`src/logic/alu_macros.svh`:
```
`ifndef ALU_MACROS_SVH
`define ALU_MACROS_SVH

`define ALU_WORD_WIDTH  32
`define ALU_QUEUE_DEPTH 4   // also the source's starting credits
`define ALU_RSP_CREDITS 2   // sink slots granted at reset

`define ALU_OPC_RTYPE 6'b000000
`define ALU_OPC_BEQ   6'b000100
`define ALU_OPC_BNE   6'b000101
`define ALU_OPC_ADDI  6'b001000
`define ALU_OPC_ADDIU 6'b001001
`define ALU_OPC_SLTI  6'b001010
`define ALU_OPC_SLTIU 6'b001011
`define ALU_OPC_ANDI  6'b001100
`define ALU_OPC_ORI   6'b001101
`define ALU_OPC_XORI  6'b001110

`define ALU_FN_SLL  6'b000000
`define ALU_FN_SRL  6'b000010
`define ALU_FN_SRA  6'b000011
`define ALU_FN_SLLV 6'b000100
`define ALU_FN_SRLV 6'b000110
`define ALU_FN_SRAV 6'b000111
`define ALU_FN_ADD  6'b100000
`define ALU_FN_ADDU 6'b100001
`define ALU_FN_SUB  6'b100010
`define ALU_FN_SUBU 6'b100011
`define ALU_FN_AND  6'b100100
`define ALU_FN_OR   6'b100101
`define ALU_FN_XOR  6'b100110
`define ALU_FN_NOR  6'b100111
`define ALU_FN_SLT  6'b101010
`define ALU_FN_SLTU 6'b101011

`endif

```
`src/logic/alu_pkg.sv`:
```
`default_nettype none

`include "alu_macros.svh"

package alu_pkg;

    typedef enum logic [4:0] {
        aluNop,     // unlisted opcode or funct
        aluAdd,
        aluAddu,
        aluSub,
        aluSubu,
        aluAnd,
        aluOr,
        aluXor,
        aluNor,
        aluSlt,
        aluSltu,
        aluSll,
        aluSrl,
        aluSra,
        aluSllv,
        aluSrlv,
        aluSrav,
        aluAddi,
        aluAddiu,
        aluAndi,
        aluOri,
        aluXori,
        aluSlti,
        aluSltiu,
        aluBeq,
        aluBne
    } aluOp_e;

    typedef struct packed {
        logic [`ALU_WORD_WIDTH-1:0] instr;
        logic [`ALU_WORD_WIDTH-1:0] regA;
        logic [`ALU_WORD_WIDTH-1:0] regB;
    } aluReq_t;

    typedef struct packed {
        aluOp_e                     op;
        logic [`ALU_WORD_WIDTH-1:0] opA;
        logic [`ALU_WORD_WIDTH-1:0] opB;   // extended immediate for I-type
        logic [4:0]                 shamt;
    } decodedOp_t;

    typedef struct packed {
        logic overflow;
        logic negative;
        logic zero;
    } aluFlags_t;

    typedef struct packed {
        logic [`ALU_WORD_WIDTH-1:0] result;
        aluFlags_t                  flags;
    } aluRsp_t;

endpackage

`default_nettype wire

```
`src/logic/instr_decoder.sv`:
```
`timescale 1ns/10ps
`default_nettype none

`include "alu_macros.svh"

module instr_decoder (
    input  logic                clk,
    input  logic                rst,
    input  logic                reqValid,
    input  alu_pkg::aluReq_t    req,
    output logic                decValid,
    output alu_pkg::decodedOp_t dec
);
    import alu_pkg::*;

    logic [5:0]                 opcode;
    logic [5:0]                 funct;
    logic [4:0]                 rs;
    logic [4:0]                 rt;
    logic [4:0]                 shamt;
    logic [15:0]                imm;
    logic [`ALU_WORD_WIDTH-1:0] selA;
    logic [`ALU_WORD_WIDTH-1:0] selB;
    logic [`ALU_WORD_WIDTH-1:0] immSext;
    logic [`ALU_WORD_WIDTH-1:0] immZext;
    aluOp_e                     op;
    decodedOp_t                 decNext;

    assign opcode = req.instr[31:26];
    assign rs     = req.instr[25:21];
    assign rt     = req.instr[20:16];
    assign shamt  = req.instr[10:6];
    assign funct  = req.instr[5:0];
    assign imm    = req.instr[15:0];

    assign selA    = rs[0] ? req.regB : req.regA;   // bit 0 picks the register
    assign selB    = rt[0] ? req.regB : req.regA;
    assign immSext = {{(`ALU_WORD_WIDTH-16){imm[15]}}, imm};
    assign immZext = {{(`ALU_WORD_WIDTH-16){1'b0}}, imm};

    always_comb begin
        op = aluNop;
        case (opcode)
            `ALU_OPC_RTYPE: begin
                case (funct)
                    `ALU_FN_ADD:  op = aluAdd;
                    `ALU_FN_ADDU: op = aluAddu;
                    `ALU_FN_SUB:  op = aluSub;
                    `ALU_FN_SUBU: op = aluSubu;
                    `ALU_FN_AND:  op = aluAnd;
                    `ALU_FN_OR:   op = aluOr;
                    `ALU_FN_XOR:  op = aluXor;
                    `ALU_FN_NOR:  op = aluNor;
                    `ALU_FN_SLT:  op = aluSlt;
                    `ALU_FN_SLTU: op = aluSltu;
                    `ALU_FN_SLL:  op = aluSll;
                    `ALU_FN_SRL:  op = aluSrl;
                    `ALU_FN_SRA:  op = aluSra;
                    `ALU_FN_SLLV: op = aluSllv;
                    `ALU_FN_SRLV: op = aluSrlv;
                    `ALU_FN_SRAV: op = aluSrav;
                    default:      op = aluNop;
                endcase
            end
            `ALU_OPC_ADDI:  op = aluAddi;
            `ALU_OPC_ADDIU: op = aluAddiu;
            `ALU_OPC_ANDI:  op = aluAndi;
            `ALU_OPC_ORI:   op = aluOri;
            `ALU_OPC_XORI:  op = aluXori;
            `ALU_OPC_SLTI:  op = aluSlti;
            `ALU_OPC_SLTIU: op = aluSltiu;
            `ALU_OPC_BEQ:   op = aluBeq;
            `ALU_OPC_BNE:   op = aluBne;
            default:        op = aluNop;
        endcase
    end

    always_comb begin
        decNext.op    = op;
        decNext.opA   = selA;
        decNext.opB   = selB;
        decNext.shamt = shamt;
        case (op)
            aluAddi, aluAddiu, aluSlti, aluSltiu: decNext.opB = immSext;
            aluAndi, aluOri, aluXori:             decNext.opB = immZext;
            default:                              decNext.opB = selB;
        endcase
    end

    always_ff @(posedge clk) begin
        if (rst) begin
            decValid <= 1'b0;
        end else begin
            decValid <= reqValid;
        end
    end

    always_ff @(posedge clk) begin
        if (reqValid) begin
            dec <= decNext;
        end
    end

endmodule

`default_nettype wire

```
`src/logic/op_queue.sv`:
```
`timescale 1ns/10ps
`default_nettype none

`include "alu_macros.svh"

module op_queue #(
    parameter int DEPTH = `ALU_QUEUE_DEPTH
) (
    input  logic                clk,
    input  logic                rst,
    input  logic                decValid,
    input  alu_pkg::decodedOp_t dec,
    input  logic                pop,
    output logic                notEmpty,
    output alu_pkg::decodedOp_t head,
    output logic                reqCredit
);
    import alu_pkg::*;

    localparam int PTR_W = (DEPTH > 1) ? $clog2(DEPTH) : 1;
    localparam int CNT_W = $clog2(DEPTH + 1);

    decodedOp_t       mem [DEPTH];
    logic [PTR_W-1:0] wrPtr;
    logic [PTR_W-1:0] rdPtr;
    logic [CNT_W-1:0] count;

    function automatic logic [PTR_W-1:0] nextPtr(input logic [PTR_W-1:0] ptr);
        if (ptr == PTR_W'(DEPTH - 1)) begin
            return '0;   // wrap for non power of two depths
        end
        return ptr + PTR_W'(1);
    endfunction

    assign notEmpty = (count != '0);
    assign head     = mem[rdPtr];   // fall-through read

    always_ff @(posedge clk) begin
        if (rst) begin
            wrPtr     <= '0;
            rdPtr     <= '0;
            count     <= '0;
            reqCredit <= 1'b0;
        end else begin
            if (decValid) begin
                wrPtr <= nextPtr(wrPtr);
            end
            if (pop) begin
                rdPtr <= nextPtr(rdPtr);
            end
            count     <= count + CNT_W'(decValid) - CNT_W'(pop);
            reqCredit <= pop;   // one credit back per pop
        end
    end

    always_ff @(posedge clk) begin
        if (decValid) begin
            mem[wrPtr] <= dec;
        end
    end

endmodule

`default_nettype wire

```
`src/logic/alu_execute.sv`:
```
`timescale 1ns/10ps
`default_nettype none

`include "alu_macros.svh"

module alu_execute (
    input  logic                clk,
    input  logic                rst,
    input  logic                notEmpty,
    input  alu_pkg::decodedOp_t head,
    output logic                pop,
    input  logic                rspCredit,
    output logic                rspValid,
    output alu_pkg::aluRsp_t    rsp
);
    import alu_pkg::*;

    localparam int CNT_W = $clog2(`ALU_RSP_CREDITS + 1);
    localparam int MSB   = `ALU_WORD_WIDTH - 1;

    logic [CNT_W-1:0] credits;
    logic [MSB:0]     opA;
    logic [MSB:0]     opB;
    logic [MSB:0]     sum;
    logic [MSB:0]     diff;
    logic [MSB:0]     result;
    logic [4:0]       varAmt;
    logic             ltSigned;
    logic             ltUnsigned;
    logic             addOvf;
    logic             subOvf;
    aluFlags_t        flags;

    assign pop = notEmpty && (credits != '0);   // only with a sink slot

    assign opA    = head.opA;
    assign opB    = head.opB;
    assign sum    = opA + opB;
    assign diff   = opA - opB;
    assign varAmt = opA[4:0];   // variable shift amount

    assign ltSigned   = $signed(opA) < $signed(opB);
    assign ltUnsigned = opA < opB;
    assign addOvf     = (opA[MSB] == opB[MSB]) && (sum[MSB] != opA[MSB]);
    assign subOvf     = (opA[MSB] != opB[MSB]) && (diff[MSB] != opA[MSB]);

    always_comb begin
        result = '0;
        flags  = '0;
        case (head.op)
            aluAdd, aluAddi: begin
                result         = sum;
                flags.overflow = addOvf;
            end
            aluAddu: begin
                result         = sum;
                flags.negative = sum[MSB];
            end
            aluAddiu: result = sum;
            aluSub: begin
                result         = diff;
                flags.overflow = subOvf;
            end
            aluSubu:          result = diff;
            aluAnd, aluAndi:  result = opA & opB;
            aluOr, aluOri:    result = opA | opB;
            aluXor, aluXori:  result = opA ^ opB;
            aluNor:           result = ~(opA | opB);
            aluSlt, aluSlti: begin
                result[0]      = ltSigned;
                flags.negative = ltSigned;
            end
            aluSltu, aluSltiu: begin
                result[0]      = ltUnsigned;
                flags.negative = ltUnsigned;
            end
            aluSll:  result = opB << head.shamt;
            aluSrl:  result = opB >> head.shamt;
            aluSra:  result = $signed(opB) >>> head.shamt;
            aluSllv: result = opB << varAmt;
            aluSrlv: result = opB >> varAmt;
            aluSrav: result = $signed(opB) >>> varAmt;
            aluBeq:  flags.zero = (opA == opB);   // result stays 0
            aluBne:  flags.zero = (opA != opB);
            default: begin
                result = '0;
                flags  = '0;
            end
        endcase
    end

    always_ff @(posedge clk) begin
        if (rst) begin
            credits  <= CNT_W'(`ALU_RSP_CREDITS);
            rspValid <= 1'b0;
        end else begin
            credits  <= credits - CNT_W'(pop) + CNT_W'(rspCredit);
            rspValid <= pop;
        end
    end

    always_ff @(posedge clk) begin
        if (pop) begin
            rsp.result <= result;
            rsp.flags  <= flags;
        end
    end

endmodule

`default_nettype wire

```
`src/logic/alu_pipe_top.sv`:
```
`timescale 1ns/10ps
`default_nettype none

`include "alu_macros.svh"

module alu_pipe_top (
    input  logic             clk,
    input  logic             rst,
    input  logic             reqValid,
    input  alu_pkg::aluReq_t req,
    output logic             reqCredit,
    output logic             rspValid,
    output alu_pkg::aluRsp_t rsp,
    input  logic             rspCredit
);
    import alu_pkg::*;

    logic       decValid;
    decodedOp_t dec;
    logic       notEmpty;
    decodedOp_t head;
    logic       pop;

    instr_decoder i_instr_decoder (
        .clk      (clk),
        .rst      (rst),
        .reqValid (reqValid),
        .req      (req),
        .decValid (decValid),
        .dec      (dec)
    );

    op_queue #(
        .DEPTH (`ALU_QUEUE_DEPTH)
    ) i_op_queue (
        .clk       (clk),
        .rst       (rst),
        .decValid  (decValid),
        .dec       (dec),
        .pop       (pop),
        .notEmpty  (notEmpty),
        .head      (head),
        .reqCredit (reqCredit)   // credits back to the source
    );

    alu_execute i_alu_execute (
        .clk       (clk),
        .rst       (rst),
        .notEmpty  (notEmpty),
        .head      (head),
        .pop       (pop),
        .rspCredit (rspCredit),
        .rspValid  (rspValid),
        .rsp       (rsp)
    );

endmodule

`default_nettype wire

```
`config.mk`:
```
export PLATFORM = sky130hd
export DESIGN_NAME = alu_pipe_top
export DESIGN_NICKNAME = d
export VERILOG_FILES = /design/src/logic/alu_pkg.sv /design/src/logic/instr_decoder.sv /design/src/logic/op_queue.sv /design/src/logic/alu_execute.sv /design/src/logic/alu_pipe_top.sv
export VERILOG_INCLUDE_DIRS = /design/src /design/src/logic
export SDC_FILE = /design/constraint.sdc
export NUM_CORES = 1
export LEC_CHECK = 0
export ABC_AREA = 1
export ABC_CLOCK_PERIOD_IN_PS = 7700
export BUFFER_PORTS_ARGS = -buffer_cell sky130_fd_sc_hd__clkbuf_2
export CORE_ASPECT_RATIO = 1.25
export CORE_MARGIN = 4
export CORE_UTILIZATION = 55
export CTS_BUF_LIST = sky130_fd_sc_hd__clkbuf_4 sky130_fd_sc_hd__clkbuf_8 sky130_fd_sc_hd__clkbuf_16
export DETAILED_ROUTE_END_ITERATION = 16
export PLACE_DENSITY_LB_ADDON = 0.25
export SKIP_CTS_REPAIR_TIMING = 1
export SLEW_MARGIN = 5
export SYNTH_ARGS = -nofsm -noshare
export SYNTH_HDL_FRONTEND = slang
export SYNTH_SLANG_ARGS = --single-unit
```
`constraint.sdc`:
```
create_clock -name clk -period 7.7 [get_ports clk]
set_clock_uncertainty 0.1 [all_clocks]
set_input_delay 1.54 -clock clk [delete_from_list [all_inputs] [get_ports clk]]
set_output_delay 1.54 -clock clk [all_outputs]
set_load 0.005 [all_outputs]
```
==> results.yml <==
outcome:
  status: "complete, no violations"
cells_and_area:
  drive_above_1_share_pct: 8.006
  area_delta_synth_final_pct: 6.329
  mostFrequentLayoutCells: "nand2_1, nand3_1, inv_1, edfxtp_1, nor2_1"
  mostFrequentLayoutCell: "nand2_1"
  fin_nets: 4522
  post-route-util_pct: 59.12
  fill_cells: 5221
  stdcell_count: 5081
detailed_routing:
  drt_wl_total_mm: 125.9
  drtIter0Drc: 4016
  dr.pass1.iters: 6
  postRouteAntennaNets: 0
  vias: 31040
  wire_per_inst_um: 24.77
  viasPerCell: 6.110
  drc_errors: 0
setup_path:
  worstPathRequired_ns: 8.05
  critPathKind: "reg2reg"
  crit_path_frequent_cell: "nand2_1"
  cp.arrival_ns: 5.88
  path_max_fanout: 92
  slowest_delay_ns: 0.75
  cp_slowest_cell: "o21ai_0"
  start_kind: "flip-flop"
  end_kind: "flip-flop"
  crit_chain: "inv_6 > buf_4 > nand2_1 > nand3_1 > nand2_1 > ha_1 > a21oi_1 > o21ai_0 > inv_1 > nand2_1 > nand2_1 > nand2_1 > nand2_1 > nand2_1 > nand2_1 > nand2_1 > o21ai_0 > a21oi_1 > nand2_1"
  r2r_slack_ns: 2.16
timing:
  finalSetupViolations: 0
  setup_tns_ns: 0
  relSlewSlack_pct: 26.96
  post-route-period-util_pct: 71.89
  fin_hold_ws_ns: 0.3907
  worstMarginPinSlew_ns: 1.093
  fmax_ghz: 0.1806
  period_needed_ns: 5.536
  rsz0062_at_grt: "no"
  finalHoldViolCount: 0
  final-max-slew-violation-count: 0
placement:
  gp_congestion: 1.112
  port_buffers: 128
  hpwlAfterDp_mm: 93.07
  dp_cells: 5001
synth:
  synth_seq_area_share_pct: 39.84
  syn_area_mm2: 0.03118
  syn_area_per_cell_um2: 7.225
  synth_cells: 4315
  ys.flop_type: "edfxtp_1"
  async_flop_share_pct: 0
  yosys_register_bits: 418
  syn-num-nets: 4535
  synth_edf_count: 405
  yosys_warnings: 0
  ys_types: 57
floorplan:
  die_area_mm2: 0.06058
  std_cell_rows: 97
  ios: 137
  core_area_mm2: 0.05607
  start_util_pct: 55.60
  die-width_um: 221.0
  die_h_um: 274.2
clock_tree:
  cts_tree: "done"
  cts_made_buffers: 41
  root_buffer: "clkbuf_16"
  clk_latency_ns: 0.60
  cts.sinks: 418
  cts.clk_slew.worst_paths_ns: 0.06
  cts_htree_levels: 2
  clk_path_buf_depth: 3
worst_hold_path:
  hold_path.class: "reg2reg"
  hold_path.startpoint: "i_instr_decoder.dec[1]"
global_routing:
  gr-total-overflow: 0
  grt_max_degree: 152
  grtUsageTotal_pct: 39.96
  antenna_found_initial: 3
  grt_pass1_wl_mm: 179.6
  grt_pass1_vias: 28000
flow_run:
  maxCapViolCount: 0
## flip-flops by register name (all words and copies together) (netlist names), named ones only
signal                    count
i_op_queue.wrPtr              2
i_op_queue.mem              296
i_op_queue.rdPtr              2
i_alu_execute.credits         2
i_op_queue.count              3
i_instr_decoder.decValid      1
i_instr_decoder.dec          74
i_alu_execute.rsp            35
i_alu_execute.rspValid        1
## logic make-up after synthesis
kind of cell,after synthesis,synth area share (%)
and+or+nand+nor,2600,36.44
buffers and inverters,664,9.483
AOI/OAI and AO/OA,509,9.235
DFF,418,39.84
adders and majority gates,120,4.888
xor gates and xnor gates,4,0.1124
## cell usage after synthesis (8+ instances only)
master | count | area, um^2
nor2_1 | 291 | 1092
edfxtp_1 | 405 | 12160
inv_2 | 18 | 67.56
or2_2 | 8 | 50.05
a32oi_1 | 27 | 236.5
nand3_1 | 836 | 4184
dfxtp_1 | 13 | 260.3
nand2_2 | 40 | 250.2
a21o_1 | 9 | 67.56
nand4_1 | 53 | 331.6
o211ai_1 | 37 | 277.8
nor2_4 | 9 | 101.4
nand2_4 | 8 | 90.09
nor3_1 | 33 | 165.2
inv_1 | 423 | 1588
buf_6 | 25 | 281.5
a21oi_1 | 155 | 775.7
nand3b_1 | 8 | 60.06
o21ai_0 | 202 | 1011
buf_4 | 41 | 307.8
buf_2 | 90 | 450.4
buf_1 | 9 | 33.78
ha_1 | 117 | 1464
o21bai_1 | 8 | 60.06
clkbuf_1 | 53 | 198.9
o21ai_1 | 38 | 190.2
nand2_1 | 1285 | 4823
nor2_2 | 12 | 75.07
## critical path: cells and delay by family (launching register included)
kind | cells | cell delay [ns]
buffers and inverters | 3 | 1.02
adders and majority gates | 1 | 0.45
and+or+nand+nor | 11 | 1.79
AOI/OAI and AO/OA | 4 | 1.60
DFF | 1 | 0.37
## stage by stage
step | instance area (um^2) | worst slack (ns)
4_1_cts | 33140 | 2.390
2_1_floorplan | 31180 | 4.118
6_report | 33150 | 2.164
3_3_place_gp | 31760 | 2.444
5_1_grt | 33140 | 1.941
3_5_place_dp | 31760 | 2.401
## final timing paths
kind,depth (start not counted),endpoint
max,19,i_alu_execute.rsp[24]
min,0,i_op_queue.mem[1][1]
max reg2reg,19,i_alu_execute.rsp[24]
min reg2reg,0,i_op_queue.mem[1][1]
## per-layer routing
metal / wire, um / global-route usage (%) / share of wire [%] / up-vias
met5: 9 / 0 / 0.0072 / -
met4: 13110 / 32.56 / 10 / 2
met3: 11940 / 7.838 / 9.5 / 445
met2: 56070 / 63.44 / 45 / 1796
met1: 44730 / 47.30 / 36 / 14320
li1: - / - / - / 14480
## layout make-up
| class | instances | area [um^2] | share of cell area [%] |
|---|---|---|---|
| diodes | 5 | 12.51 | 0.03774 |
| clock inverters | 31 | 327.8 | 0.9889 |
| repair buffers | 162 | 910.9 | 2.748 |
| inverters | 446 | 1689 | 5.095 |
| flip-flops and latches | 418 | 12430 | 37.49 |
| clock buffers | 44 | 1049 | 3.163 |
| multi-input cells | 3233 | 15810 | 47.68 |
| well taps | 742 | 928.4 | 2.801 |
Power is left out: the tool's default activity adds up to more than one toggle a clock period on the data nets, which glitch-free logic cannot reach.
